===== src/hdl/lsu_defs.svh =====
`ifndef LSU_DEFS_SVH
`define LSU_DEFS_SVH

// tag 0 means operand already present
`define TAG_W 3
`define DATA_W 32

// byte address, memory wraps at MEM_BYTES
`define ADDR_W 8
`define MEM_BYTES 256

// one slot per tag value
`define SLB_DEPTH 8

`endif


===== src/hdl/cdb_arbiter.sv =====
`timescale 1ns/1ps
`include "lsu_defs.svh"

module cdb_arbiter (
    input  logic               clk,
    input  logic               rst,
    input  logic               ld_req,
    input  logic [`TAG_W-1:0]  ld_tag,
    input  logic [`DATA_W-1:0] ld_data,
    input  logic               alu_req,
    input  logic [`TAG_W-1:0]  alu_rtag,
    input  logic [`DATA_W-1:0] alu_rdata,
    output logic               ld_gnt,
    output logic               alu_gnt,
    output logic               cdb_valid,
    output logic [`TAG_W-1:0]  cdb_tag,
    output logic [`DATA_W-1:0] cdb_data
);
    logic last_alu; // alu owned the bus last time

    // on a tie the one that did not win last goes
    assign ld_gnt    = ld_req && (!alu_req || last_alu);
    assign alu_gnt   = alu_req && !ld_gnt;
    assign cdb_valid = ld_req || alu_req;
    assign cdb_tag   = ld_gnt ? ld_tag : alu_rtag;
    assign cdb_data  = ld_gnt ? ld_data : alu_rdata;

    always_ff @(posedge clk) begin
        if (rst)
            last_alu <= 1'b0;
        else if (cdb_valid)
            last_alu <= alu_gnt;
    end

endmodule


===== config.mk =====
export PLATFORM = sky130hd
export DESIGN_NAME = cdb_arbiter
export DESIGN_NICKNAME = d
export VERILOG_FILES = /design/src/hdl/cdb_arbiter.sv
export VERILOG_INCLUDE_DIRS = /design/src /design/src/hdl
export SDC_FILE = /design/constraint.sdc
export NUM_CORES = 1
export LEC_CHECK = 0
export ABC_CLOCK_PERIOD_IN_PS = 5000
export BUFFER_PORTS_ARGS = -buffer_cell sky130_fd_sc_hd__buf_2
export CORE_AREA = 2 2 50 52
export DETAILED_ROUTE_END_ITERATION = 8
export DIE_AREA = 0 0 52 54
export PLACE_DENSITY = 0.84
export SLEW_MARGIN = 15
export SYNTH_ARGS = -nofsm -noshare
export SYNTH_HDL_FRONTEND = slang
export SYNTH_SLANG_ARGS = --single-unit

===== constraint.sdc =====
create_clock -name clk -period 5 [get_ports clk]
set_input_delay 1.5 -clock clk [delete_from_list [all_inputs] [get_ports clk]]
set_output_delay 1.5 -clock clk [all_outputs]
set_load 0.05 [all_outputs]

==> Word-level counts from Yosys, hierarchy flattened <==
Cells that the tools add are included.
{ "word_totals": {"output_inout_bits": 38, "in_bits": 74, "ff_bits": 1, "elab_cells": 9} }
{ "classes": {"reduce_logical": 6, "n_mux": 2} }
{ "ops": {"columns": ["op", "count"], "rows": [
  ["32-bit 2-to-1 mux", 1],
  ["3-bit 2-to-1 mux", 1],
  ["1-bit logical AND", 2],
  ["1-bit zero test", 2],
  ["1-bit logical OR", 2]
]} }

==> Longest topological paths before layout <==
{ "depth": {"depth_word": 5, "depth_mapped": 4, "ltp_nobuf": 3} }

==> Worst setup path before layout <==
Ideal clock, no wire load.
{ "synth_path": {"kind": "in2out", "startpoint": "input port alu_req", "endpoint": "output port cdb_data[28]", "arrival_ns": 2.529, "setup_slack_ns": 0.971, "path_stages": 4, "n_path_buf": 1, "path_cell_list": "inv_1 o21ai_4 buf_8 mux2_1"} }
{ "synth_between": {"elab_chain_len": 4} }
{ "synth_rtl": {"columns": ["item", "line", "source"], "rows": [
  ["start, declared", "cdb_arbiter.sv:10", "input logic alu_req,"],
  ["1-bit zero test", "cdb_arbiter.sv:22", "assign ld_gnt = ld_req && (!alu_req || last_alu);"],
  ["1-bit logical OR", "cdb_arbiter.sv:22", null],
  ["1-bit logical AND", "cdb_arbiter.sv:22", null],
  ["32-bit 2-to-1 mux", "cdb_arbiter.sv:26", "assign cdb_data = ld_gnt ? ld_data : alu_rdata;"],
  ["end, declared", "cdb_arbiter.sv:17", "output logic [`DATA_W-1:0] cdb_data"]
]} }
Every way passes these cells.

==> Worst setup path in the final report <==
{ "layout_path": {"startpoint": "input port alu_req", "endpoint": "output port cdb_data[13]"} }
The elaborated chain is that of the path after synthesis.

==> flow_metrics.tcl <==
set metrics [dict create \
    hold_buffers 0 \
    drive_above_1_share_pct 94.9 \
    r2r_cells 2 \
    critPathMaxFanout 18 \
    seq_area_frac_synth_pct 3.45 \
    top_regs "last_alu x1" \
    p_leak_uw 0.000713 \
    final_nets 232 \
    core_mm2 0.00232 \
    die_w_um 52 \
    hold_path_class "reg2reg" \
    viasPerCell 4.21 \
    cp.required_ns 3.50 \
    path_cells "buf_2 -> inv_1 -> o21ai_4 -> buf_4 -> mux2_4 -> buf_2" \
    crit_family "buffers and inverters" \
    slowest_stage "mux2_4" \
    area_growth_pct 97.0 \
    critPathCaptureType "primary output" \
    criticalPathCategory "in2out" \
    synth_top_cell_area_share_pct 51.7 \
    ys_types 11 \
    ios 112 \
    grt_use_total_pct 9.47 \
    crit_cells 6 \
    postCtsResizedCells 0 \
    start_kind "primary input" \
    hpwl_mm 1.63 \
    diodes 0 \
    drt_iter0_markers 3 \
    synth_area_um2 581 \
    clock_skew_ns 0 \
    via_count 783 \
    port_buffers 111 \
    pre_cts_slack_ns 0.847 \
    grt_max_degree 19 \
    place_congestion 0.674 \
    yosys_warnings 0 \
    finalSetupTns_ns 0 \
    grt_pass1_vias 587 \
    wl_per_cell_um 9.46 \
    max_stage_delay_ns 0.33 \
    fin_crit_ns 4.15 \
    drcViolationCount 0 \
    hold_path_depth 1 \
    syn_nets 120 \
    yosysTopAreaCell "mux2_4" \
    drtAntennaViolNets 0 \
    cpMostUsedCell "buf_2" \
    status "finished, final reports clean" \
    clock_latency_ns 0 \
    postCtsSetupRepairBufs 0 \
    dieHeight_um 54 \
    tightest_slew_ns 0.306 \
    p_per_area_mw_per_mm2 180 \
    max_freq_mhz 241 \
    grt_pass1_wl_mm 2.15 \
    setup-violations-final 0 \
    critPathBufInv 4 \
    gr-total-overflow 0 \
    start_util_pct 25.0 \
    num_rows 18 \
    die_area_mm2 0.00281 \
    slew_violations 0 \
    synth_cells 46 \
    setup_slack_ns 0.854 \
    avgSynthCellArea_um2 12.6 \
    period_share_pct 82.9 \
    ir_drop_mv 0.0982 \
    synthTopCellsByArea "mux2_4, mux2_2, buf_8, mux2_1, dfxtp_1" \
    path_clk_slew_ns 0 \
    largest_reg_flops 1 \
    rsz0062_at_grt "false" \
    relSlewSlack_pct 79.6 \
    routed_wl_mm 1.76 \
    regMostFlops "last_alu" \
    antenna_found_initial 0 \
    maxCapViolCount 0 \
    final_hold_viol_count 0 \
    ys_ff_latch 1 \
    cp.arrival_ns 2.65 \
    dr.pass1.iters 2 \
]
## final timing paths
path                 start      endpoint  slack, ns
setup / recovery   alu_req  cdb_data[13]       0.85
hold / removal    last_alu      last_alu       0.54
setup reg to reg  last_alu      last_alu       4.29
hold reg to reg   last_alu      last_alu       0.54
## final cells by class
| type | instances | area, um^2 |
|---|---|---|
| fillers | 242 | 1180 |
| repair buffers | 113 | 571 |
| multi-input cells | 40 | 508 |
| well taps | 30 | 37.5 |
| flip-flops and latches | 1 | 20.0 |
| inverters | 2 | 7.51 |
## cells by family (layout without fill, tap and decap cells)
logic type	count (synthesis)	count (layout)	synth area share (%)
AO/OA/AOI/OAI	3	3	4.96
multiplexers	35	35	80.8
buffers and inverters	5	115	9.05
flip-flops	1	1	3.45
AND/OR/NAND/NOR	2	2	1.72
## worst reg2reg max path, stage by stage (launching register included)
cell and delay (ns):
dfxtp_1 0.39, nor2_1 0.07, a211oi_1 0.16
## routing by layer
layer | wire length (um) | up-vias | GRT usage (%)
met1 | 550 | 332 | 9.97
met5 | 0 | - | 0
li1 | - | 393 | -
met4 | 0 | 0 | 0
met3 | 286 | 0 | 1.39
met2 | 923 | 58 | 20.5
## layout by cell type (no fill, tap or decap)
| master | Yosys | final |
|---|---|---|
| buf_2 | 0 | 111 |
| mux2_4 | 20 | 20 |
| mux2_2 | 13 | 13 |
| inv_1 | 2 | 2 |
| mux2_1 | 2 | 2 |
| buf_4 | 0 | 2 |
| a21oi_1 | 1 | 1 |
| or2_2 | 1 | 1 |
| o21ai_4 | 1 | 1 |
| nor2_1 | 1 | 1 |
| a211oi_1 | 1 | 1 |
| dfxtp_1 | 1 | 1 |
## where the power goes
part	internal (uW)	switching (uW)	leakage, uW	total (uW)
combinational	71.3	125	0.000704	196
sequential	8.81	0.943	0.00000835	9.76
clock	0	0	0	0
total	80.1	126	0.000713	206
## cell usage after synthesis
master	number
a21oi_1	1
buf_8	3
o21ai_4	1
mux2_4	20
or2_2	1
a211oi_1	1
nor2_1	1
dfxtp_1	1
mux2_1	2
mux2_2	13
inv_1	2
## metrics by stage
step           total power [uW]  instances  cell area (um^2)  util, %  hold slack (ns)
6_report                    206        186              1140     49.3            0.545
3_3_place_gp                205        186              1140     49.3            0.540
3_5_place_dp                207        186              1140     49.3            0.543
5_1_grt                     216        186              1140     49.3            0.592
2_1_floorplan               161         46               581        -            0.518
4_1_cts                     207        186              1140     49.3            0.546
Power figures use the tool's default switching activity.
