==> src/hdl/lsu_defs.svh <==
`ifndef LSU_DEFS_SVH
`define LSU_DEFS_SVH

// tag 0 means operand already present
`define TAG_W 3
`define DATA_W 32

// byte address, memory wraps at MEM_BYTES
`define ADDR_W 8
`define MEM_BYTES 256

// one slot per tag value
`define SLB_DEPTH 8

`endif

==> src/hdl/lsu_pkg.sv <==
package lsu_pkg;

    // memory ops held in the store/load buffer
    typedef enum logic [3:0] {
        LB,
        LH,
        LW,
        LBU,
        LHU,
        SB,
        SH,
        SW
    } mem_op_e;

    typedef enum logic [1:0] {
        LEN_BYTE,
        LEN_HALF,
        LEN_WORD
    } access_len_e;

    typedef enum logic [2:0] {
        ALU_ADD,
        ALU_SUB,
        ALU_AND,
        ALU_OR,
        ALU_XOR
    } alu_op_e;

endpackage

==> src/hdl/alu_unit.sv <==
`timescale 1ns/1ps
`include "lsu_defs.svh"

module alu_unit (
    input  logic               clk,
    input  logic               rst,
    input  logic               alu_en,
    input  lsu_pkg::alu_op_e   alu_op,
    input  logic [`TAG_W-1:0]  alu_tag,
    input  logic [`DATA_W-1:0] alu_a,
    input  logic [`DATA_W-1:0] alu_b,
    output logic               alu_req,
    output logic [`TAG_W-1:0]  alu_rtag,
    output logic [`DATA_W-1:0] alu_rdata,
    output logic               alu_busy,
    input  logic               alu_gnt
);
    import lsu_pkg::*;

    logic [`DATA_W-1:0] result;

    always_comb begin
        case (alu_op)
            ALU_ADD: result = alu_a + alu_b;
            ALU_SUB: result = alu_a - alu_b;
            ALU_AND: result = alu_a & alu_b;
            ALU_OR:  result = alu_a | alu_b;
            ALU_XOR: result = alu_a ^ alu_b;
            default: result = '0;
        endcase
    end

    always_ff @(posedge clk) begin
        if (rst)
            alu_req <= 1'b0;
        else if (alu_en)
            alu_req <= 1'b1;
        else if (alu_gnt)
            alu_req <= 1'b0; // result left on the bus
    end

    always_ff @(posedge clk) begin
        if (alu_en) begin
            alu_rtag  <= alu_tag;
            alu_rdata <= result;
        end
    end

    assign alu_busy = alu_req; // single stage, holding means busy

endmodule

==> config.mk <==
export PLATFORM = sky130hd
export DESIGN_NAME = alu_unit
export DESIGN_NICKNAME = d
export VERILOG_FILES = /design/src/hdl/lsu_pkg.sv /design/src/hdl/alu_unit.sv
export VERILOG_INCLUDE_DIRS = /design/src /design/src/hdl
export SDC_FILE = /design/constraint.sdc
export NUM_CORES = 1
export LEC_CHECK = 0
export BUFFER_PORTS_ARGS = -buffer_cell sky130_fd_sc_hd__buf_2
export CORE_UTILIZATION = 61
export DETAILED_ROUTE_END_ITERATION = 8
export GPL_TIMING_DRIVEN = 0
export MAX_ROUTING_LAYER = met4
export PLACE_DENSITY = 0.9
export SYNTH_ARGS = -nofsm -noshare
export SYNTH_HDL_FRONTEND = slang
export SYNTH_SLANG_ARGS = --single-unit
export TNS_END_PERCENT = 10
==> constraint.sdc <==
create_clock -name clk -period 11 [get_ports clk]
set_input_delay 1.1 -clock clk [delete_from_list [all_inputs] [get_ports clk]]
set_output_delay 1.1 -clock clk [all_outputs]
set_load 0.02 [all_outputs]
### Yosys cells after proc, flatten, opt, wreduce, memory -nomap -nowiden

Cells that the tools add are included.

* shift-type cells: 0
* equality and inequality tests: 4
* div/mod/pow operators: 0
* order comparisons: 0
* mux-type cells: 3
* add/subtract/negate cells: 2
* bitwise gates (word level): 3
* multiply operators: 0
* reductions and logical operators: 2

Operators with widths (count)
* case mux 32 bit (5 select lines): 1
* adder 32 bit: 1
* bitwise AND 32 bit: 1
* OR 32 bit: 1
* subtractor 32 bit: 1
* XOR 32 bit: 1
* equality test 3 x 2 -> 1 bit, second input constant: 2
* equality test 3 x 1 -> 1 bit, second input constant: 1
* equality test 3 bit, second input constant: 1
* zero test 3 bit: 1
* two-way mux 1 bit: 2
* nonzero test 2 bit: 1

* bits in writable memories: 0
* input port bits: 74
* register bits: 36
* memories: 0
* latch bits: 0
* ROM bits: 0

### Depth between registers and ports, before layout

* depth after elaboration: 2
* depth in mapped cells: 18
* mapped depth without buffers: 18

### Worst setup path before layout

Ideal clock, no wire load.

* path kind: input port to flip-flop
* start point: in alu_op[1]
* end point: reg alu_rdata[30], data pin
* setup time: 277 ps
* arrival: 4222 ps
* stages on the path: 16
* required time: 10723 ps
* slack: 6501 ps
* buffers on the path: 2
* path through: or2_2 clkbuf_1 nor2_1 clkbuf_1 nor2_1 xnor2_1 ha_1 and2b_1 o21a_1 o21ai_1 a2111oi_2 o21ai_0 nand3_1 and3_1 a221oi_1 o311ai_0

* word-level cells in the longest chain between the ends: 2

RTL lines
* start, declared: RTL line alu_unit.sv:8 `input lsu_pkg::alu_op_e alu_op,`
* equality test 3 bit (tied with other cells): RTL line alu_unit.sv:23 `case (alu_op)`
* case mux 32 bit (5 select lines) *: RTL line alu_unit.sv:23
* named net result[30]: RTL line alu_unit.sv:20 `` logic [`DATA_W-1:0] result; ``
* end signal, assigned: RTL line alu_unit.sv:45 `alu_rdata <= result;`
* end, declared: RTL line alu_unit.sv:14 `` output logic [`DATA_W-1:0] alu_rdata, ``

The timed path passes the listed nets; every way through them passes the cells marked *.
A chain may end at the register's enable or synchronous reset.

### Worst setup path after layout

Ends and elaborated chain as after synthesis.

==> out/metrics.cfg <==
[global_routing]
grt_use_total_pct = 38.1
globalRouteOverflowTotal = 0
grt_pass1_wl_um = 25200
antenna_found_initial = 0
grt_pass1_vias = 5200
grt_max_degree = 37

[sta]
min_period_over_period_pct = 51.4
rsz0062_at_grt = false
finalWorstSetupSlack_ps = 5350
tns_ps = 0
hold_violations = 0
hold_ws_ps = 542
worst-slew-pin-transition_ps = 1090
clock_skew_ps = 0
fmaxAchievable_mhz = 177
drv_slew = 0
relSlewSlack_pct = 27.3
finalSetupViolCount = 0
min_period_ps = 5650

[yosys]
synth_fp_nets = 825
synth_area_leaders = ha_1 23%, edfxtp_1 20%, xnor2_1 7.3%, a21oi_1 5.3%, inv_1 5.3%
yosysTopAreaCell = ha_1
synth_cell_types = 61
ys_ff_latch = 36
synth.avg_cell_area_um2 = 8.04
synth_top_area_share_pct = 22.9
ys_warn_count = 0
synth_cells = 654
synth-edff-count = 35
synthFlopType = edfxtp_1
synth-seq-area-share_pct = 20.4
synth_area_um2 = 5260
synthArstFlopShare_pct = 0

[clock_network]
postCtsResizedCells = 0
root_buffer = clkbuf_8
cts_hold_buffers = 0
numCtsBuffers = 5
cts_tree = done
htreeDepth = 2
cts.sinks = 36
clk_pin_slew_ps = 80
cts.path.max_buffers = 2
worstSkewPairLatency_ps = 290
cts_setup_buffers = 0

[pwr]
intPower_mw = 0.350
power.total_mw = 0.591
p_seq_share_pct = 29.7
clkPwrFrac_pct = 20.8
p_leak_nw = 2.96
netSwitchingFraction_pct = 40.9
power_density_nw_per_um2 = 97.8
switchingPower_mw = 0.242
p_comb_share_pct = 49.6
ir_worst_vdd_mv = 0.0730

[drt]
drc = 0
first_iter_violations = 396
drtAntennaViolNets = 0
vias = 5472
drt-pass1-iter-count = 5
wire_per_inst_um = 18.5
wirelength_um = 16300
vias_per_cell = 6.24

[worst_setup_path]
cp.required_ps = 11070
cp_max_fo = 10
arrival_ps = 5720
cp-end-kind = register
cp-start-kind = input pin
worstSetupPathType = in -> reg

[place]
post-place-ws_ps = 5160
hpwl_um = 12500
gp_congestion = 0.955
placed_area_um2 = 5940
io_buffer_count = 110

[layout]
layout-drive-gt1-share_pct = 17.0
layout_commonest_cell = buf_2
nets = 942
fillers = 662
n_antenna_cell = 0
area_growth_pct = 15.1
layout_common_cells = 111 x buf_2, 96 x ha_1, 74 x inv_1
fin_area_um2 = 6050

[run]
cap_violations = 0

[floorplanning]
fp.dieW_um = 94.8
num_rows = 33
core_area_um2 = 8260
die_area_um2 = 8990
io-pin-count = 111
start_util_pct = 63.7
die_y_um = 94.8

[worst_hold_path]
hold_path_class = reg -> reg

[status]
outcome = finished clean

[path summary, 6_finish.rpt]
check	from	endpoint	slack, ps	depth (start not counted)
setup / recovery	alu_op[1]	alu_rdata[30]	5350	17
hold / removal	alu_busy	alu_busy	540	2
setup reg to reg	alu_busy	alu_busy	10370	2
hold reg to reg	alu_busy	alu_busy	540	2
[metrics by stage]
stage | std cells | utilization, %
finish | 877 | 73.3
global route | 877 | 73.3
floorplan | 654 | -
global placement | 869 | 71.9
CTS | 877 | 73.3
detailed placement | 869 | 71.9
[routing by layer]
metal  GRT usage [%]  part of all wire (%)  up-vias
met2            60.4                    45      303
li1                -                     -     2564
met4            17.7                   4.3        0
met5               -                     0        -
met1            47.2                    42     2549
met3            6.44                   8.1       56
[power by group through the flow]
stage | Sequential [mW] | Clock [mW] | Combinational (mW)
finish | 0.175 | 0.123 | 0.293
global route | 0.177 | 0.131 | 0.321
CTS | 0.176 | 0.126 | 0.287
detailed placement | 0.178 | 0 | 0.285
global placement | 0.178 | 0 | 0.277
floorplan | 0.201 | 0 | 0.173
[synth_stat cells, types with 5 or more instances]
library cell,instances
a41oi_1,5
o221ai_1,6
a211oi_1,17
a21o_1,17
o21bai_1,7
a31oi_1,16
nor2_1,53
nand2_1,50
inv_1,74
o21ai_0,35
clkbuf_1,24
o22ai_1,8
a21oi_1,56
nor3_1,14
ha_1,96
edfxtp_1,35
nand4_1,5
xnor2_1,44
o31ai_1,5
xor2_1,10
nand3_1,9
[state kept, by name, indices dropped and copies added, names as in the netlist]
register / flops
alu_rdata: 32
alu_rtag: 3
alu_busy: 1
[critical path, cell delays in order]
cell and delay [ps]:
buf_2 140, or2_2 310, clkbuf_1 160, nor2_1 840, clkbuf_1 580, nor2_1 110
xnor2_1 160, ha_1 330, and2b_1 160, o21a_1 160, o21ai_1 140, a2111oi_2 480
o21ai_0 180, nand3_1 140, and3_1 260, a221oi_1 100, o311ai_0 360
[cell families (layout without fill, tap and decap cells)]
logic type	Yosys count	in the layout	synth area share [%]
fa+ha+maj	97	97	23.2
buf+inv	103	221	7.45
xor+xnor	54	54	9.00
simple gates	162	162	14.7
mux	4	4	0.762
compound gates	198	198	24.5
flops	36	36	20.4
[area by class of cell]
cell class                      count  area (µm²)  share of cell area, %
Multi-Input combinational cell    515        3790                   62.7
Timing Repair Buffer              110         551                   9.10
Buffer                             28         110                   1.82
Clock buffer                        5        68.8                   1.14
Tap cell                          105         131                   2.17
Clock inverter                      3        42.5                  0.703
Sequential cell                    36        1070                   17.7
Inverter                           75         282                   4.65
Power figures use the tool's default switching activity.
