--- config.mk ---
export PLATFORM = sky130hd
export DESIGN_NAME = slb
export DESIGN_NICKNAME = d
export VERILOG_FILES = /design/src/hdl/lsu_pkg.sv /design/src/hdl/slb.sv
export VERILOG_INCLUDE_DIRS = /design/src /design/src/hdl
export SDC_FILE = /design/constraint.sdc
export NUM_CORES = 1
export LEC_CHECK = 0
export ABC_AREA = 1
export BUFFER_PORTS_ARGS = -buffer_cell sky130_fd_sc_hd__clkbuf_2
export CELL_PAD_IN_SITES_DETAIL_PLACEMENT = 1
export CELL_PAD_IN_SITES_GLOBAL_PLACEMENT = 1
export CORE_UTILIZATION = 41
export DETAILED_ROUTE_END_ITERATION = 6
export HOLD_SLACK_MARGIN = 0.15
export PLACE_DENSITY_LB_ADDON = 0.1
export SYNTH_ARGS = -nofsm -noshare
export SYNTH_HDL_FRONTEND = slang
export SYNTH_SLANG_ARGS = --single-unit
--- constraint.sdc ---
create_clock -name clk -period 4.8 [get_ports clk]
set_input_delay 0.24 -clock clk [delete_from_list [all_inputs] [get_ports clk]]
set_output_delay 0.24 -clock clk [all_outputs]
set_load 0.02 [all_outputs]
--- src/hdl/lsu_defs.svh ---
`ifndef LSU_DEFS_SVH
`define LSU_DEFS_SVH

// tag 0 means operand already present
`define TAG_W 3
`define DATA_W 32

// byte address, memory wraps at MEM_BYTES
`define ADDR_W 8
`define MEM_BYTES 256

// one slot per tag value
`define SLB_DEPTH 8

`endif

--- src/hdl/lsu_pkg.sv ---
package lsu_pkg;

    // memory ops held in the store/load buffer
    typedef enum logic [3:0] {
        LB,
        LH,
        LW,
        LBU,
        LHU,
        SB,
        SH,
        SW
    } mem_op_e;

    typedef enum logic [1:0] {
        LEN_BYTE,
        LEN_HALF,
        LEN_WORD
    } access_len_e;

    typedef enum logic [2:0] {
        ALU_ADD,
        ALU_SUB,
        ALU_AND,
        ALU_OR,
        ALU_XOR
    } alu_op_e;

endpackage

--- src/hdl/slb.sv ---
`timescale 1ns/1ps
`include "lsu_defs.svh"

module slb (
    input  logic                 clk,
    input  logic                 rst,
    input  logic                 flush,
    input  logic                 disp_en,
    input  lsu_pkg::mem_op_e     disp_op,
    input  logic [`TAG_W-1:0]    disp_tag,
    input  logic [`DATA_W-1:0]   disp_imm,
    input  logic [`TAG_W-1:0]    disp_rs1_tag,
    input  logic [`DATA_W-1:0]   disp_rs1_data,
    input  logic [`TAG_W-1:0]    disp_rs2_tag,
    input  logic [`DATA_W-1:0]   disp_rs2_data,
    input  logic                 store_commit,
    input  logic [`TAG_W-1:0]    store_tag,
    input  logic                 cdb_valid,
    input  logic [`TAG_W-1:0]    cdb_tag,
    input  logic [`DATA_W-1:0]   cdb_data,
    output logic                 mem_req,
    output logic                 mem_we,
    output lsu_pkg::access_len_e mem_len,
    output logic                 mem_unsigned,
    output logic [`TAG_W-1:0]    mem_tag,
    output logic [`ADDR_W-1:0]   mem_addr,
    output logic [`DATA_W-1:0]   mem_wdata,
    input  logic                 mem_rvalid,
    input  logic [`TAG_W-1:0]    mem_rtag,
    input  logic [`DATA_W-1:0]   mem_rdata,
    output logic                 ld_req,
    output logic [`TAG_W-1:0]    ld_tag,
    output logic [`DATA_W-1:0]   ld_data,
    input  logic                 ld_gnt,
    output logic                 slb_full
);
    import lsu_pkg::*;

    logic [`SLB_DEPTH-1:0] occupied, issued, is_store;
    logic [`SLB_DEPTH-1:0] rs1_vld, rs2_vld;
    mem_op_e               op       [`SLB_DEPTH];
    logic [`DATA_W-1:0]    imm      [`SLB_DEPTH];
    logic [`TAG_W-1:0]     rs1_tag  [`SLB_DEPTH];
    logic [`TAG_W-1:0]     rs2_tag  [`SLB_DEPTH];
    logic [`DATA_W-1:0]    rs1_data [`SLB_DEPTH];
    logic [`DATA_W-1:0]    rs2_data [`SLB_DEPTH];

    logic                  ld_found, ld_go, ld_busy, ld_resp, store_go;
    logic [`TAG_W-1:0]     ld_pick;
    logic [`DATA_W-1:0]    st_sum, ld_sum;
    logic                  rs1_byp, rs2_byp;

    function automatic access_len_e op_len(mem_op_e o);
        case (o)
            LB, LBU, SB: op_len = LEN_BYTE;
            LH, LHU, SH: op_len = LEN_HALF;
            default:     op_len = LEN_WORD;
        endcase
    endfunction

    // lowest ready load that has not gone to memory yet
    always_comb begin
        ld_found = 1'b0;
        ld_pick  = '0;
        for (int i = `SLB_DEPTH - 1; i > 0; i--) begin
            if (occupied[i] && !issued[i] && !is_store[i] && rs1_vld[i]) begin
                ld_found = 1'b1;
                ld_pick  = i[`TAG_W-1:0];
            end
        end
    end

    assign store_go = store_commit && occupied[store_tag] && is_store[store_tag]
                      && rs1_vld[store_tag] && rs2_vld[store_tag];
    // one load outstanding at a time, result register must be free
    assign ld_busy  = (ld_req && !ld_gnt) || (mem_req && !mem_we) || mem_rvalid;
    assign ld_go    = ld_found && !store_go && !ld_busy;
    assign ld_resp  = mem_rvalid && occupied[mem_rtag] && issued[mem_rtag]
                      && !is_store[mem_rtag]; // stale responses after flush drop here
    assign st_sum   = rs1_data[store_tag] + imm[store_tag];
    assign ld_sum   = rs1_data[ld_pick] + imm[ld_pick];
    assign rs1_byp  = cdb_valid && disp_rs1_tag != '0 && cdb_tag == disp_rs1_tag;
    assign rs2_byp  = cdb_valid && disp_rs2_tag != '0 && cdb_tag == disp_rs2_tag;

    always_ff @(posedge clk) begin
        if (rst || flush) begin
            occupied <= '0;
            issued   <= '0;
            mem_req  <= 1'b0;
            ld_req   <= 1'b0;
            slb_full <= 1'b0;
        end else begin
            slb_full <= &occupied[`SLB_DEPTH-1:1];
            mem_req  <= store_go || ld_go;
            if (ld_req && ld_gnt) begin
                ld_req           <= 1'b0;
                occupied[ld_tag] <= 1'b0;
            end
            if (ld_resp)
                ld_req <= 1'b1;
            if (store_go)
                occupied[store_tag] <= 1'b0;
            if (ld_go)
                issued[ld_pick] <= 1'b1;
            if (disp_en) begin
                occupied[disp_tag] <= 1'b1;
                issued[disp_tag]   <= 1'b0;
            end
        end
    end

    always_ff @(posedge clk) begin
        for (int i = 0; i < `SLB_DEPTH; i++) begin
            if (cdb_valid && occupied[i]) begin
                if (!rs1_vld[i] && rs1_tag[i] == cdb_tag) begin
                    rs1_vld[i]  <= 1'b1;
                    rs1_data[i] <= cdb_data;
                end
                if (!rs2_vld[i] && rs2_tag[i] == cdb_tag) begin
                    rs2_vld[i]  <= 1'b1;
                    rs2_data[i] <= cdb_data;
                end
            end
        end
        if (disp_en) begin
            op[disp_tag]       <= disp_op;
            imm[disp_tag]      <= disp_imm;
            is_store[disp_tag] <= disp_op inside {SB, SH, SW};
            rs1_tag[disp_tag]  <= disp_rs1_tag;
            rs2_tag[disp_tag]  <= disp_rs2_tag;
            rs1_vld[disp_tag]  <= disp_rs1_tag == '0 || rs1_byp;
            rs2_vld[disp_tag]  <= disp_rs2_tag == '0 || rs2_byp;
            rs1_data[disp_tag] <= rs1_byp ? cdb_data : disp_rs1_data;
            rs2_data[disp_tag] <= rs2_byp ? cdb_data : disp_rs2_data;
        end
        if (ld_resp) begin
            ld_tag  <= mem_rtag;
            ld_data <= mem_rdata;
        end
        if (store_go) begin // commit beats any load
            mem_we       <= 1'b1;
            mem_len      <= op_len(op[store_tag]);
            mem_unsigned <= 1'b0;
            mem_tag      <= store_tag;
            mem_addr     <= st_sum[`ADDR_W-1:0];
            mem_wdata    <= rs2_data[store_tag];
        end else begin
            mem_we       <= 1'b0;
            mem_len      <= op_len(op[ld_pick]);
            mem_unsigned <= op[ld_pick] inside {LBU, LHU};
            mem_tag      <= ld_pick;
            mem_addr     <= ld_sum[`ADDR_W-1:0];
        end
    end

endmodule

=== After elaboration in Yosys (flattened, before gate mapping) ===
Memories as Yosys holds them, arrays and structs flattened. A register that Yosys moved wholly into a read port is not among the register bits.
Index checks and enable logic that the tools add are counted.

* Register bits after elaboration: 93
* RAM bits: 848
* Word-level logic and storage cells: 332
* Memories kept: 6

{| class="wikitable"
|+ Memories
! name !! depth !! bits a word !! read ports !! clocked after Yosys merged registers in !! wr ports !! RTL line !! source
|-
| imm || 8 || 32 || 2 || 0 || 1 || slb.sv:42 || <nowiki>logic [`DATA_W-1:0] imm [`SLB_DEPTH];</nowiki>
|-
| rs1_data || 8 || 32 || 2 || 0 || 9 || slb.sv:45 || <nowiki>logic [`DATA_W-1:0] rs1_data [`SLB_DEPTH];</nowiki>
|-
| rs2_data || 8 || 32 || 1 || 1 || 9 || slb.sv:46 || <nowiki>logic [`DATA_W-1:0] rs2_data [`SLB_DEPTH];</nowiki>
|-
| op || 8 || 4 || 2 || 0 || 1 || slb.sv:41 || <nowiki>mem_op_e op [`SLB_DEPTH];</nowiki>
|-
| rs1_tag || 8 || 3 || 8 || 0 || 1 || slb.sv:43 || <nowiki>logic [`TAG_W-1:0] rs1_tag [`SLB_DEPTH];</nowiki>
|-
| rs2_tag || 8 || 3 || 8 || 0 || 1 || slb.sv:44 || <nowiki>logic [`TAG_W-1:0] rs2_tag [`SLB_DEPTH];</nowiki>
|}

* Add/sub/neg operators: 2
* $lt $le $gt $ge: 9
* Equal/unequal tests: 31
* Multiplexer cells: 141
* Bitwise logic cells: 8
* Reduce and logical (&&, ||, !) cells: 120

{| class="wikitable"
|+ Operators by type and width
! operator !! count
|-
| 2-to-1 mux 1 bit || 103
|-
| 2-to-1 mux 8 bit || 11
|-
| logical AND 1 bit || 65
|-
| 2-to-1 mux 32 bit || 2
|-
| equality test 3 bit || 18
|-
| equality test 4 x 3 -> 1 bit (second input constant) || 9
|-
| zero test 1 bit || 35
|-
| AND 8 bit || 3
|-
| bitwise mux 8 bit || 3
|-
| 2-to-1 mux 3 bit || 8
|-
| inverter 8 bit || 3
|-
| binary-select mux 1 bit (select 3 bit) || 7
|-
| less-than comparator 3 x 4 -> 1 bit (second input constant) || 5
|-
| adder 8 bit || 2
|-
| OR 8 bit || 2
|-
| demux 1 bit (select 3 bit) || 4
|-
| >= comparator 3 x 1 -> 1 bit (second input constant) || 4
|-
| OR reduction 3 bit || 4
|-
| nonzero test 3 bit || 3
|-
| equality test 4 x 1 -> 1 bit (second input constant) || 2
|-
| equality test 4 x 2 -> 1 bit (second input constant) || 2
|-
| zero test 4 bit || 2
|-
| one-hot mux 2 bit (2 select lines) || 2
|-
| AND reduction 7 bit || 1
|-
| other kinds (4) || 11
|}

=== Logic depth before layout (Yosys ltp) ===
Gate-level depths: netlist (run 1).

* Depth in word-level cells: 20
* Gate-level depth with buffers: 30
* Gate-level depth less buffers: 28

=== Worst setup path before layout (run 1) ===
No wires, ideal clock.

* Path type: input-to-reg
* Start point: in cdb_tag[2]
* End point: mem rs2_data[1][0] (netlist name) (enable)
* Arrival time: 3.419 ns
* Required time: 4.334 ns
* Path slack: 0.916 ns
* Stages: 5
* Path buffers: 2
* Cells stage by stage: buf_2 clkbuf_1 xnor2_1 nand3_1 o21ai_0

{| class="wikitable"
|+ RTL lines
! item !! RTL line !! source
|-
| from (decl) || slb.sv:19 || <nowiki>input logic [`TAG_W-1:0] cdb_tag,</nowiki>
|-
| to (decl) || slb.sv:46 ||
|}

=== Worst setup path in the final report (run 1) ===
* Start point: reg occupied[7]
* End point: reg mem_addr[6]

* Cells in the longest elaborated chain, start to end: 13
* Elaborated cells on any way between the ends: 20
* Those cells by class: 1 x add/sub; 10 x mux; 7 x reduce/logical; 2 x memory

{| class="wikitable"
|+ Ends and longest elaborated chain
! item !! RTL line !! source
|-
| from (decl) || slb.sv:39 || <nowiki>logic [`SLB_DEPTH-1:0] occupied, issued, is_store;</nowiki>
|-
| from (signal assigned) || slb.sv:87 || <nowiki>occupied <= '0;</nowiki>
|-
| from (signal, indexed assignment) || slb.sv:97 || <nowiki>occupied[ld_tag] <= 1'b0;</nowiki>
|-
| from (signal, indexed assignment) || slb.sv:102 || <nowiki>occupied[store_tag] <= 1'b0;</nowiki>
|-
| logical AND 1 bit (3 in series) || slb.sv:66 || <nowiki>if (occupied[i] && !issued[i] && !is_store[i] && rs1_vld[i]) begin</nowiki>
|-
| 2-to-1 mux 3 bit (7 in series) || slb.sv:66 ||
|-
| memory (8 x 32 bit) (on tied branches) || - ||
|-
| adder 8 bit || slb.sv:81 || <nowiki>assign ld_sum = rs1_data[ld_pick] + imm[ld_pick];</nowiki>
|-
| 2-to-1 mux 8 bit (*) || slb.sv:140 || <nowiki>if (store_go) begin</nowiki>
|-
| to (signal assigned) || slb.sv:145 || <nowiki>mem_addr <= st_sum[`ADDR_W-1:0];</nowiki>
|-
| to (signal assigned) || slb.sv:152 || <nowiki>mem_addr <= ld_sum[`ADDR_W-1:0];</nowiki>
|-
| to (decl) || slb.sv:26 || <nowiki>output logic [`ADDR_W-1:0] mem_addr,</nowiki>
|}

Mark *: on every way between the ends. The rest lies on a longest branch, timed or not. The select of a mux whose other input is x is not followed.
A chain may end at the register's enable or synchronous reset.

==> impl_table.tex, run 1 <==
\begin{tabular}{lr}
\hline
Metric & Value \\
\hline
\multicolumn{2}{l}{\textbf{Final layout}} \\
Layout filler cell count & around 7500 \\
Core Util, Final & 0.502 \\
Total area of multi-input combinational cells & between 0.009 and 0.01 mm² \\
Area growth from synthesis to final layout & 20.5\% \\
Nets & around 3300 \\
Fraction of layout cells with a size suffix above 1 & 0.158 \\
Storage element area & 0.0172 mm² \\
\multicolumn{2}{l}{\textbf{Logic synthesis}} \\
Number of nets produced by synthesis & between 2000 and 3000 \\
Most used standard cell by instance count after synthesis & edfxtp\_1 \\
Main combinational cell family by area after synthesis & compound AO/OA/AOI/OAI gates \\
Synthesized flop and latch total & around 590 \\
Library cell occupying the most area in the post-synthesis netlist & edfxtp\_1 \\
Area contributors post-synth & edfxtp\_1 58\%, o21ai\_0 9.5\%, nand2\_1 6.3\% \\
Async S/R FF share, synth & 0 \\
Commonest register cell after synthesis & edfxtp\_1 \\
Share of synthesized area spent on multiplexers & 0.0196 \\
Most instantiated cells after synthesis & 539 x edfxtp\_1, 532 x o21ai\_0, 471 x nand2\_1, 301 x nor2\_1, 143 x clkbuf\_1 \\
Register area share after synthesis & 0.611 \\
Number of standard cells after synthesis & 2754 \\
Post-synthesis instance area & about 0.028 mm² \\
Arithmetic-cell share of the synthesized area counting full adders, half adders and majority gates & 0.00765 \\
Warnings, synthesis & 0 \\
Mapped Avg Cell Area & 10.2 µm² \\
Simple-gate share of the synthesized area & 0.134 \\
Share of the synthesized area in compound gates (AO/OA/AOI/OAI) & 0.173 \\
XOR/XNOR share of the synthesized area & 0.00717 \\
Fraction of post-synthesis cell area in the top cell type by area & 0.576 \\
Number of synthesized flops with an enable pin & around 540 \\
Post-synthesis cell type count & 52 \\
\multicolumn{2}{l}{\textbf{Hold path}} \\
Hold-critical path depth & 3 \\
Hold/Removal Path Class & in2reg \\
Hold path start & disp\_rs2\_data[13] \\
Hold path endpoint & rs2\_data[7][13] \\
\multicolumn{2}{l}{\textbf{Critical path}} \\
Sort of element at the start of the critical path & flip-flop \\
Element type at the critical path end & flip-flop \\
Cells on worst reg2reg path & 22 \\
Worst r2r dst & mem\_addr[6] \\
Crit path required time & about 5300 ps \\
Highest cell delay on the worst timing path & between 400 and 500 ps \\
Critical path cell sequence & nand2\_1, nor2\_1, nand2\_1, nand2\_1, nand2\_2, nand2\_4, nand2\_4, nand2\_1, buf\_4, nor2\_1, nor4\_1, ha\_1, inv\_1, fa\_1, or2\_2, nand2\_1, a21o\_1, a21oi\_1, inv\_1, a21oi\_1, xor2\_1, o22ai\_1 \\
Family of cells with the greatest summed delay on the critical path & simple AND/OR/NAND/NOR gates \\
CP Data Arrival Time & between 4000 and 5000 ps \\
Source of the worst register-to-register timing path & occupied[7] \\
CP dominant cell by count & nand2\_1 \\
Setup slack on the worst flop-to-flop path & just over 800 ps \\
Buffers and inverters on the worst path & 3 \\
Classification of the worst setup path & reg2reg \\
Crit path max-delay cell type & fa\_1 \\
Critical path peak fanout & 20 \\
\multicolumn{2}{l}{\textbf{Global routing}} \\
Pin count of the biggest net entering global routing & 80 \\
Total routing resource utilization after global routing & 0.291 \\
Number of global-route vias before repair & between 20000 and 25000 \\
Global-route wire length before repair & roughly 150 mm \\
Number of antenna violations at the first check in global routing & 10 \\
Overall overflow remaining after global route & 0 \\
\multicolumn{2}{l}{\textbf{Power}} \\
Standby leakage power & 12.9 nW \\
Largest voltage drop on the vdd net & roughly 210 µV \\
Power density over cell area & approximately 360 mW/mm² \\
\multicolumn{2}{l}{\textbf{Placement}} \\
Hpwl dp & approximately 63 mm \\
Count of buffers from port buffering & about 230 \\
Final weighted congestion of routability-driven global placement & between 0.9 and 1 \\
\multicolumn{2}{l}{\textbf{Detailed routing}} \\
Final wirelength & between 100 and 150 mm \\
Antenna Nets Post-Route & 0 \\
Total DRC errors in the routed layout & 0 \\
Post-detailed-route wirelength per cell & between 20 and 30 µm \\
Vias post-DR & 23000 \\
Top sig layer & met5 \\
Met3 wire length & between 5 and 6 mm \\
Number of vias per cell & 5.76 \\
Routed metal-1 wire length & $\sim$42 mm \\
First-pass DRT Iterations & 5 \\
DRT iter0 DRCs & 1866 \\
WL met2 & around 50 mm \\
\multicolumn{2}{l}{\textbf{Timing}} \\
Final worst-path cycle share & 0.831 \\
Top achievable clock speed & 251 MHz \\
Post-layout minimum cycle time & 3990 ps \\
Number of hold-slack violations in the final timing report & 0 \\
Final hold slack & around 170 ps \\
Transition at the pin with the smallest max-transition slack & 1080 ps \\
Unrepaired setup endpoints after global routing & no \\
Setup TNS & 0 ps \\
Setup skew after layout & between 20 and 25 ps \\
Setup violators final & 0 \\
Max-slew violation count & 0 \\
Slew headroom & 0.270 \\
\multicolumn{2}{l}{\textbf{CTS}} \\
Cell at the root of the clock tree & clkbuf\_16 \\
Worst skew pair latency & approximately 620 ps \\
Clock buffer count from CTS & 68 \\
Buffer depth of the longest clock path & 3 \\
CTS tree & done \\
Cts repair resizes & 0 \\
Post-CTS setup buffers & 0 \\
Number of levels the H-tree was split into & 3 \\
Clock edge transition at the registers on the reported setup and hold paths & about 60 ps \\
Sinks on Clock Net & approximately 590 \\
\multicolumn{2}{l}{\textbf{Job}} \\
Max Cap Viol & 0 \\
\multicolumn{2}{l}{\textbf{Die}} \\
Die Span Y & approximately 260 µm \\
Die width & between 200 and 300 µm \\
Cell row count & 95 \\
Top Ports & 275 \\
Initial core utilization & 0.416 \\
Die Area & between 0.06 and 0.07 mm² \\
Placeable core region & approximately 0.068 mm² \\
\multicolumn{2}{l}{\textbf{Status}} \\
Status & complete, no violations \\
\hline
\end{tabular}
-- cell families after synthesis --
| logic type | after synthesis |
|---|---|
| compound gates | 851 |
| xor+xnor | 23 |
| fa+ha+maj | 16 |
| buf+inv | 334 |
| flops | 589 |
| mux | 30 |
| simple gates | 911 |
-- flip-flops by register name (all words and copies together) (netlist names), 24 cells and up --
name       flops
rs1_tag       24
rs2_tag       24
mem_wdata     32
rs2_data     256
rs1_data      64
op            32
imm           64
ld_data       32
-- power breakdown --
group,internal (mW),switching [mW]
Combinational,0.433,0.829
Clock,2.91,2.18
Sequential,5.80,0.0965
Total,9.14,3.11
-- tightest hold or removal path, delay by kind of cell --
kind / cells / cell delay, ps
AO/OA/AOI/OAI: 1 / 190
multiplexers: 1 / 170
buffers and inverters: 1 / 70
-- layout make-up --
type                       instances  share of cell area
clock buffer                      93              0.0566
clock inverter                    28             0.00628
sequential                       589               0.507
tap                              873              0.0322
multi-input combinational       1831               0.287
timing repair buffer             447              0.0950
antenna                            2            0.000148
inverter                         139              0.0155
-- layout by cell type, fill, tap and decap left out, types with 17 or more instances in the layout --
cell type,count
a21oi_1,78
buf_4,68
clkbuf_16,71
clkbuf_2,225
dfxtp_1,50
dlygate4sd3_1,149
edfxtp_1,539
inv_1,127
mux2i_4,20
nand2_1,463
nand3_1,56
nand4_1,24
nor2_1,300
o2111ai_1,57
o211ai_1,17
o21a_1,43
o21ai_0,524
o21ai_1,29
o22ai_1,39
-- through the flow --
| step | cells | worst slack (ps) | area (µm²) | total power, mW |
|---|---|---|---|---|
| finish | 4002 | 813 | 33900 | 12.2 |
| global route | 4002 | 526 | 33900 | 12.6 |
| CTS | 4000 | 834 | 33900 | 12.3 |
| detailed placement | 3730 | 842 | 30300 | 7.14 |
| global placement | 3730 | 941 | 30300 | 7.09 |
| floorplan | 2754 | 916 | 28100 | 6.66 |
-- repair_timing --
| item | CTS | global route |
|---|---|---|
| hold endpoints to repair | 497 | 0 |
| setup endpoints to repair | 0 | 0 |
| hold buffers | 149 | 0 |
-- layer usage --
layer,track usage,vias to the layer above
met4,0.0979,14
li1,-,10500
met5,0,-
met1,0.374,11600
met3,0.0393,212
met2,0.506,709
-- worst max path at each step --
stage / start / endpoint / slack, ps / cells after the start
6_report: occupied[7] / mem_addr[6] / 810 / 22
5_1_grt: occupied[7] / mem_addr[7] / 530 / 23
4_1_cts: occupied[7] / mem_addr[6] / 830 / 22
3_5_place_dp: occupied[7] / mem_addr[6] / 840 / 22
3_3_place_gp: occupied[7] / mem_addr[6] / 940 / 21
2_1_floorplan: cdb_tag[2] / rs2_data[1][0] / 920 / 5
No activity file was read; power rests on OpenSTA's default activity.
==> run 2: changes to the inputs <==
==> constraint.sdc (replaced) <==
create_clock -name clk -period 3.8 [get_ports clk]
set_input_delay 0.19 -clock clk [delete_from_list [all_inputs] [get_ports clk]]
set_output_delay 0.19 -clock clk [all_outputs]
set_load 0.02 [all_outputs]
==> run 2 against run 1 <==
Cell area grew 2.2%. Worst setup slack lost 660 ps. First-iteration DRC count shrank 5.2%. Sequential power grew 26%. Register-to-register slack lost 660 ps. Non-clock buffer count grew 61. Combinational power grew 29%. Die area is the same. Final cell count grew 1.7%. Clock power grew 31%. Largest cell class unchanged.
==> impl_table.tex, run 2 (synthesis gave the netlist of run 1 again) <==
\begin{tabular}{lr}
\hline
Metric & Value \\
\hline
\multicolumn{2}{l}{\textbf{Power}} \\
Power density over cell area & 455 mW/mm² (+26\%) \\
Final Power & 15.8 mW (+29\%) \\
Standby leakage power & 13.3 nW (+2.9\%) \\
Largest voltage drop on the vdd net & 294 µV (+37\%) \\
\multicolumn{2}{l}{\textbf{Hold path}} \\
Hold-critical path depth & 3 (unchanged) \\
Hold/Removal Path Class & in2reg \\
\multicolumn{2}{l}{\textbf{Final layout}} \\
Most common cell after layout, fill and taps aside & edfxtp\_1 \\
Layout filler cell count & 7397 (-0.76\%) \\
Non-filler instance count after layout & 4070 (+1.7\%) \\
Max FFs per register & 256 (unchanged) \\
Nets & 3347 (+2.0\%) \\
Storage element area & 0.0172 mm² (unchanged) \\
Area growth from synthesis to final layout & 23.2\% \\
Fraction of layout cells with a size suffix above 1 & 0.175 (+0.0174) \\
Leading cell types in the layout, fill and taps excluded & 539 x edfxtp\_1, 523 x o21ai\_0, 458 x nand2\_1 \\
Top flop regs & rs2\_data: 256 flops, imm: 64 flops, rs1\_data: 64 flops \\
Layout Cell Area excl Fill & 0.0346 mm² (+2.2\%) \\
Total area of multi-input combinational cells & 0.00983 mm² (+1.1\%) \\
Most flop-heavy register & rs2\_data \\
\multicolumn{2}{l}{\textbf{Timing}} \\
Max-slew violation count & 0 (unchanged) \\
Transition at the pin with the smallest max-transition slack & 1130 ps (+48.4 ps) \\
Top achievable clock speed & 274 MHz (+9.4\%) \\
Final worst-path cycle share & 0.959 (+0.128) \\
Setup TNS & 0 ps (unchanged) \\
Slew headroom & 0.246 (-0.0247) \\
Setup skew after layout & 28.4 ps (+6.48 ps) \\
Number of hold-slack violations in the final timing report & 0 (unchanged) \\
Post-layout minimum cycle time & 3640 ps (-342 ps) \\
Setup violators final & 0 (unchanged) \\
\multicolumn{2}{l}{\textbf{Global routing}} \\
Total routing resource utilization after global routing & 0.292 (+0.000315) \\
Number of antenna violations at the first check in global routing & 14 (+4) \\
Pin count of the biggest net entering global routing & 96 (+20\%) \\
Overall overflow remaining after global route & 0 (unchanged) \\
Global-route wire length before repair & 153 mm (+0.64\%) \\
Number of global-route vias before repair & 24300 (+0.89\%) \\
\multicolumn{2}{l}{\textbf{Placement}} \\
Area after DPL & 0.0305 mm² (+0.79\%) \\
Hpwl dp & 64.9 mm (+3.5\%) \\
Final weighted congestion of routability-driven global placement & 0.907 (+0.11\%) \\
Count of buffers from port buffering & 226 (unchanged) \\
Count of placed standard cells including taps & 3760 (+0.80\%) \\
\multicolumn{2}{l}{\textbf{Detailed routing}} \\
DRT iter0 DRCs & 1769 (-5.2\%) \\
Final wirelength & 102 mm (+0.15\%) \\
Antenna Nets Post-Route & 0 (unchanged) \\
First-pass DRT Iterations & 5 (unchanged) \\
Post-detailed-route wirelength per cell & 25.0 µm (-1.5\%) \\
Total DRC errors in the routed layout & 0 (unchanged) \\
Number of vias per cell & 5.73 (-0.39\%) \\
Vias post-DR & 23300 (+1.3\%) \\
\multicolumn{2}{l}{\textbf{CTS}} \\
Clock edge transition at the registers on the reported setup and hold paths & 60 ps (about the same) \\
Sinks on Clock Net & 589 (unchanged) \\
Number of levels the H-tree was split into & 3 (unchanged) \\
CTS tree & done \\
Clock buffer count from CTS & 71 (+4.4\%) \\
Worst skew pair latency & 620 ps (about the same) \\
Buffer depth of the longest clock path & 3 (unchanged) \\
Cell at the root of the clock tree & clkbuf\_16 \\
\multicolumn{2}{l}{\textbf{Die}} \\
Top Ports & 275 (unchanged) \\
Die width & 264 µm (unchanged) \\
Placeable core region & 0.0675 mm² (unchanged) \\
Initial core utilization & 0.416 (unchanged) \\
Cell row count & 95 (unchanged) \\
Die Span Y & 264 µm (unchanged) \\
Die Area & 0.0696 mm² (unchanged) \\
\multicolumn{2}{l}{\textbf{Critical path}} \\
Critical path peak fanout & 4 (-80\%) \\
Classification of the worst setup path & reg2reg \\
CP Data Arrival Time & 4120 ps (-350 ps) \\
Cells on worst reg2reg path & 22 (unchanged) \\
Element type at the critical path end & flip-flop \\
Sort of element at the start of the critical path & flip-flop \\
Crit path required time & 4270 ps (-1010 ps) \\
\multicolumn{2}{l}{\textbf{Status}} \\
Status & complete, no violations \\
\multicolumn{2}{l}{\textbf{Job}} \\
Max Cap Viol & 0 (unchanged) \\
\hline
\end{tabular}
## run 2: changes by cell type in the layout (fill, tap and decap cells not counted), sizes merged
| cell | change |
|---|---|
| clkbuf | -3 |
| bufinv | +3 |
| diode | +2 |
| clkinv | +3 |
| inv | -2 |
| dlygate4sd3 | +19 |
| a21boi | +1 |
| buf | +42 |
| clkinvlp | +3 |
## run 2: area by class of cell
class / count / area share
clock inverter: 35 / 0.00921
antenna: 4 / 0.000289
timing repair buffer: 508 / 0.108
clock buffer: 90 / 0.0552
tap: 873 / 0.0315
sequential: 589 / 0.496
inverter: 139 / 0.0153
multi-input combinational: 1832 / 0.284
## run 2: what timing repair did
item,in CTS,in global routing
endpoints found under the setup margin,0,3
buffers inserted,0,12
hold buffers,168,0
gates resized for setup,0,27
hold endpoints to repair,502,0
## run 2: power breakdown
group	internal, mW	switching, mW
clock network	3.89	2.78
registers	7.32	0.125
logic	0.577	1.05
## run 2: per-stage QoR
| step | hold WS, ps | utilization | setup slack (ps) |
|---|---|---|---|
| floorplan | 289 | - | 140 |
| global placement | 368 | 0.452 | 184 |
| detailed placement | 369 | 0.452 | 94.8 |
| CTS | 161 | 0.510 | 31.3 |
| global route | 193 | 0.513 | -30.6 |
| finish | 169 | 0.513 | 156 |
## run 2: worst max-delay path, cell delays in order, from the launching register on
cell	delay, ps
edfxtp_1	420
inv_2	80
nand2_1	70
nor2_1	90
nand2_1	100
nand2_2	100
nand2_4	90
a21boi_4	230
nor2_1	90
nand2_2	140
o22ai_1	90
nor4_1	260
ha_2	250
inv_1	60
fa_1	430
or2_2	320
nand2_1	90
a21o_1	150
a21oi_1	70
inv_1	60
a21oi_2	50
xor2_1	160
o22ai_1	90
## run 2: worst paths after layout
check	start	endpoint	slack, ps
worst min register to register	issued[0]	issued[0]	480
worst max register to register	is_store[7]	mem_addr[6]	160
worst min-delay path	disp_rs2_data[6]	rs2_data[0][6]	170
worst max-delay path	is_store[7]	mem_addr[6]	160
## run 2: metal layers
layer,GRT usage,vias up,wire (µm)
met1,0.382,11700,43300
li1,-,10600,-
met4,0.0893,20,2830
met3,0.0465,197,5750
met2,0.496,746,49700
met5,0,-,122
==> run 3: changes to the inputs <==
--- a/config.mk
+++ b/config.mk
@@ -6,7 +6,6 @@
 export SDC_FILE = /design/constraint.sdc
 export NUM_CORES = 1
 export LEC_CHECK = 0
-export ABC_AREA = 1
 export BUFFER_PORTS_ARGS = -buffer_cell sky130_fd_sc_hd__clkbuf_2
 export CELL_PAD_IN_SITES_DETAIL_PLACEMENT = 1
 export CELL_PAD_IN_SITES_GLOBAL_PLACEMENT = 1
==> run 3 against run 2 <==
Clock skew down 8.7 ps. Largest power group unchanged. Highest routed layer unchanged. Critical path type unchanged. Critical path depth down 6. Final cell count down 21%. Global-route usage shrank 3.6 points. Power shrank 2.5%.
==> impl_table.tex, run 3 <==
\begin{tabular}{lr}
\hline
Metric & Value \\
\hline
\multicolumn{2}{l}{\textbf{Status}} \\
Status & complete, no violations \\
\multicolumn{2}{l}{\textbf{Timing}} \\
Setup violators final & 0 (unchanged) \\
Unrepaired setup endpoints after global routing & no \\
Setup WS post-layout & 247 ps (+91.5 ps) \\
Post-layout minimum cycle time & 3550 ps (-91.5 ps) \\
Setup skew after layout & 19.7 ps (-8.72 ps) \\
Number of hold-slack violations in the final timing report & 0 (unchanged) \\
Slew headroom & 0.359 (+0.114) \\
Setup TNS & 0 ps (unchanged) \\
Final hold slack & 197 ps (+27.9 ps) \\
Final worst-path cycle share & 0.935 (-0.0241) \\
Top achievable clock speed & 281 MHz (+2.6\%) \\
Transition at the pin with the smallest max-transition slack & 959 ps (-173 ps) \\
Max-slew violation count & 0 (unchanged) \\
\multicolumn{2}{l}{\textbf{Detailed routing}} \\
Antenna Nets Post-Route & 0 (unchanged) \\
Total DRC errors in the routed layout & 0 (unchanged) \\
DRT iter0 DRCs & 1268 (-28\%) \\
Final wirelength & 88.5 mm (-13\%) \\
Vias post-DR & 18500 (-21\%) \\
Number of vias per cell & 5.73 (-0.15\%) \\
First-pass DRT Iterations & 5 (unchanged) \\
Post-detailed-route wirelength per cell & 27.4 µm (+9.5\%) \\
\multicolumn{2}{l}{\textbf{Final layout}} \\
Core Util, Final & 0.509 (-0.00417) \\
Nets & 2511 (-25\%) \\
Layout Cell Area excl Fill & 0.0342 mm² (-1.3\%) \\
Area growth from synthesis to final layout & 22.8\% \\
Top flop regs & rs2\_data: 256 flops, imm: 64 flops, rs1\_data: 64 flops \\
Most flop-heavy register & rs2\_data \\
Most common cell after layout, fill and taps aside & edfxtp\_1 \\
Leading cell types in the layout, fill and taps excluded & 539 x edfxtp\_1, 257 x mux2\_2, 236 x nand2\_1 \\
Max FFs per register & 256 (unchanged) \\
Fraction of layout cells with a size suffix above 1 & 0.351 (+0.175) \\
Non-filler instance count after layout & 3235 (-21\%) \\
\multicolumn{2}{l}{\textbf{Global routing}} \\
Routing usage on met3 & 0.0390 (-0.00753) \\
Number of global-route vias before repair & 20100 (-17\%) \\
Pin count of the biggest net entering global routing & 58 (-40\%) \\
Number of antenna violations at the first check in global routing & 5 (-9) \\
Total routing resource utilization after global routing & 0.256 (-0.0359) \\
Global-route wire length before repair & 130 mm (-15\%) \\
Met1 routing resource usage after global routing & 0.342 (-0.0408) \\
Overall overflow remaining after global route & 0 (unchanged) \\
M2 GR Usage & 0.431 (-0.0652) \\
Global routing's busiest layer & met2 \\
\multicolumn{2}{l}{\textbf{Hold path}} \\
Hold path start & disp\_rs1\_data[5] \\
Hold path endpoint & rs1\_data[5][5] \\
Hold-critical path depth & 3 (unchanged) \\
Hold/Removal Path Class & in2reg \\
\multicolumn{2}{l}{\textbf{Job}} \\
Max Cap Viol & 0 (unchanged) \\
\multicolumn{2}{l}{\textbf{Logic synthesis}} \\
Register area share after synthesis & 0.618 (+0.00652) \\
Number of synthesized flops with an enable pin & 539 (unchanged) \\
Number of standard cells after synthesis & 1880 (-32\%) \\
Post-synthesis instance area & 0.0278 mm² (-1.1\%) \\
Library cell occupying the most area in the post-synthesis netlist & edfxtp\_1 \\
Commonest register cell after synthesis & edfxtp\_1 \\
Most used standard cell by instance count after synthesis & edfxtp\_1 \\
Post-synthesis cell type count & 78 (+50\%) \\
Mapped Avg Cell Area & 14.8 µm² (+45\%) \\
Warnings, synthesis & 0 (unchanged) \\
Fraction of post-synthesis cell area in the top cell type by area & 0.582 (+0.00614) \\
Async S/R FF share, synth & 0 (unchanged) \\
Synthesized flop and latch total & 589 (unchanged) \\
Area contributors post-synth & edfxtp\_1 58\%, mux2\_2 10\%, mux4\_2 8.6\% \\
Most instantiated cells after synthesis & 539 x edfxtp\_1, 257 x mux2\_2, 246 x nand2\_1, 106 x mux4\_2, 92 x o21ai\_0 \\
Number of nets produced by synthesis & 2086 (-30\%) \\
\multicolumn{2}{l}{\textbf{Critical path}} \\
Classification of the worst setup path & reg2reg \\
Source of the worst register-to-register timing path & is\_store[7] \\
Critical path peak fanout & 10 (+6) \\
Worst r2r dst & mem\_addr[6] \\
Setup slack on the worst flop-to-flop path & 250 ps (+90 ps) \\
Element type at the critical path end & flip-flop \\
CP Data Arrival Time & 4030 ps (-90 ps) \\
Critical path cell sequence & and4bb\_4, o211a\_4, or4b\_1, buf\_4, o221ai\_1, nor3\_1, ha\_1, inv\_1, fa\_1, inv\_1, a21oi\_1, o21bai\_1, a21o\_1, a21oi\_1, xor2\_1, mux2i\_1 \\
Crit path required time & 4280 ps (about the same) \\
Cells on worst reg2reg path & 16 (-27\%) \\
Highest cell delay on the worst timing path & 460 ps (+30 ps) \\
Crit path max-delay cell type & or4b\_1 \\
Sort of element at the start of the critical path & flip-flop \\
\multicolumn{2}{l}{\textbf{CTS}} \\
Sinks on Clock Net & 589 (unchanged) \\
Worst skew pair latency & 610 ps (about the same) \\
CTS tree & done \\
Buffer depth of the longest clock path & 3 (unchanged) \\
Clock buffer count from CTS & 69 (-2.8\%) \\
Number of levels the H-tree was split into & 3 (unchanged) \\
Clock edge transition at the registers on the reported setup and hold paths & 60 ps (about the same) \\
Cell at the root of the clock tree & clkbuf\_16 \\
\multicolumn{2}{l}{\textbf{Die}} \\
Placeable core region & 0.0672 mm² (-0.53\%) \\
Initial core utilization & 0.414 (-0.00220) \\
Cell row count & 95 (unchanged) \\
Top Ports & 275 (unchanged) \\
Die width & 262 µm (-0.52\%) \\
Die Area & 0.0689 mm² (-1.0\%) \\
Die Span Y & 262 µm (-0.52\%) \\
\multicolumn{2}{l}{\textbf{Power}} \\
Power density over cell area & 450 mW/mm² (-1.2\%) \\
Final Power & 15.4 mW (-2.5\%) \\
Largest voltage drop on the vdd net & 299 µV (+1.7\%) \\
Standby leakage power & 12.4 nW (-6.6\%) \\
\multicolumn{2}{l}{\textbf{Placement}} \\
Placement Setup Slack & 161 ps (+66.7 ps) \\
Count of placed standard cells including taps & 2962 (-21\%) \\
Area after DPL & 0.0305 mm² (about the same) \\
Count of buffers from port buffering & 226 (unchanged) \\
Final weighted congestion of routability-driven global placement & 0.842 (-7.2\%) \\
Hpwl dp & 54.9 mm (-16\%) \\
\hline
\end{tabular}
[run 3: cell count changes in the layout (fill, tap and decap cells not counted), sizes merged, moves of 46 or more]
cell	previous run	this run
o21ai	575	92
mux2	0	257
nor2	310	66
nand2	481	247
inv	137	28
mux4	0	107
o2111ai	57	5
xor2	8	54
[run 3: worst max path at each step]
stage	end	startpoint	slack [ps]	cells after the start
after floorplan	rs2_data[4][0]	cdb_tag[2]	390	5
after global placement	mem_addr[6]	is_store[2]	270	17
after detailed placement	mem_addr[6]	is_store[2]	160	16
after CTS	mem_addr[6]	is_store[2]	170	16
after global routing	mem_addr[6]	is_store[7]	3	16
final	mem_addr[6]	is_store[7]	250	16
[run 3: report_power, final]
part	switching (mW)	internal [mW]
registers	0.120	7.30
logic	0.788	0.648
clock network	2.69	3.82
total	3.59	11.8
[run 3: cell type report]
type | count | area, µm²
tap | 873 | 1090
clock buffer | 91 | 1910
inverter | 25 | 93.8
antenna | 1 | 2.50
fill | 6606 | 33000
sequential | 589 | 17200
multi-input combinational | 1151 | 10100
timing repair buffer | 469 | 3470
clock inverter | 36 | 294
[run 3: logic make-up after synthesis]
family | count (synthesis) | synth area share
adders and majority gates | 16 | 0.00774
AOI/OAI and AO/OA | 251 | 0.0588
buffers and inverters | 140 | 0.0227
and+or+nand+nor | 439 | 0.0759
muxes | 380 | 0.197
DFF | 589 | 0.618
xor gates and xnor gates | 65 | 0.0205
[run 3: per-layer routing]
metal,part of all wire,vias to the layer above
met4,0.022,6
li1,-,8188
met3,0.053,130
met1,0.43,9660
met5,0.00047,-
met2,0.50,539
[run 3: repair_timing]
action / 4_1_cts / 5_1_grt
setup buffers: 0 / 2
endpoints found under the setup margin: 0 / 2
gates resized for setup: 0 / 2
hold buffers: 143 / 0
hold endpoints to repair: 480 / 0
[run 3: critical path: cells and delay by family, from the launching register on]
family / cells / cell delay [ps]
XOR/XNOR: 1 / 150
multiplexers: 1 / 80
AO/OA/AOI/OAI: 6 / 1050
AND/OR/NAND/NOR: 3 / 940
flip-flops: 1 / 400
buffers and inverters: 3 / 380
adder cells (fa/ha/maj): 2 / 440
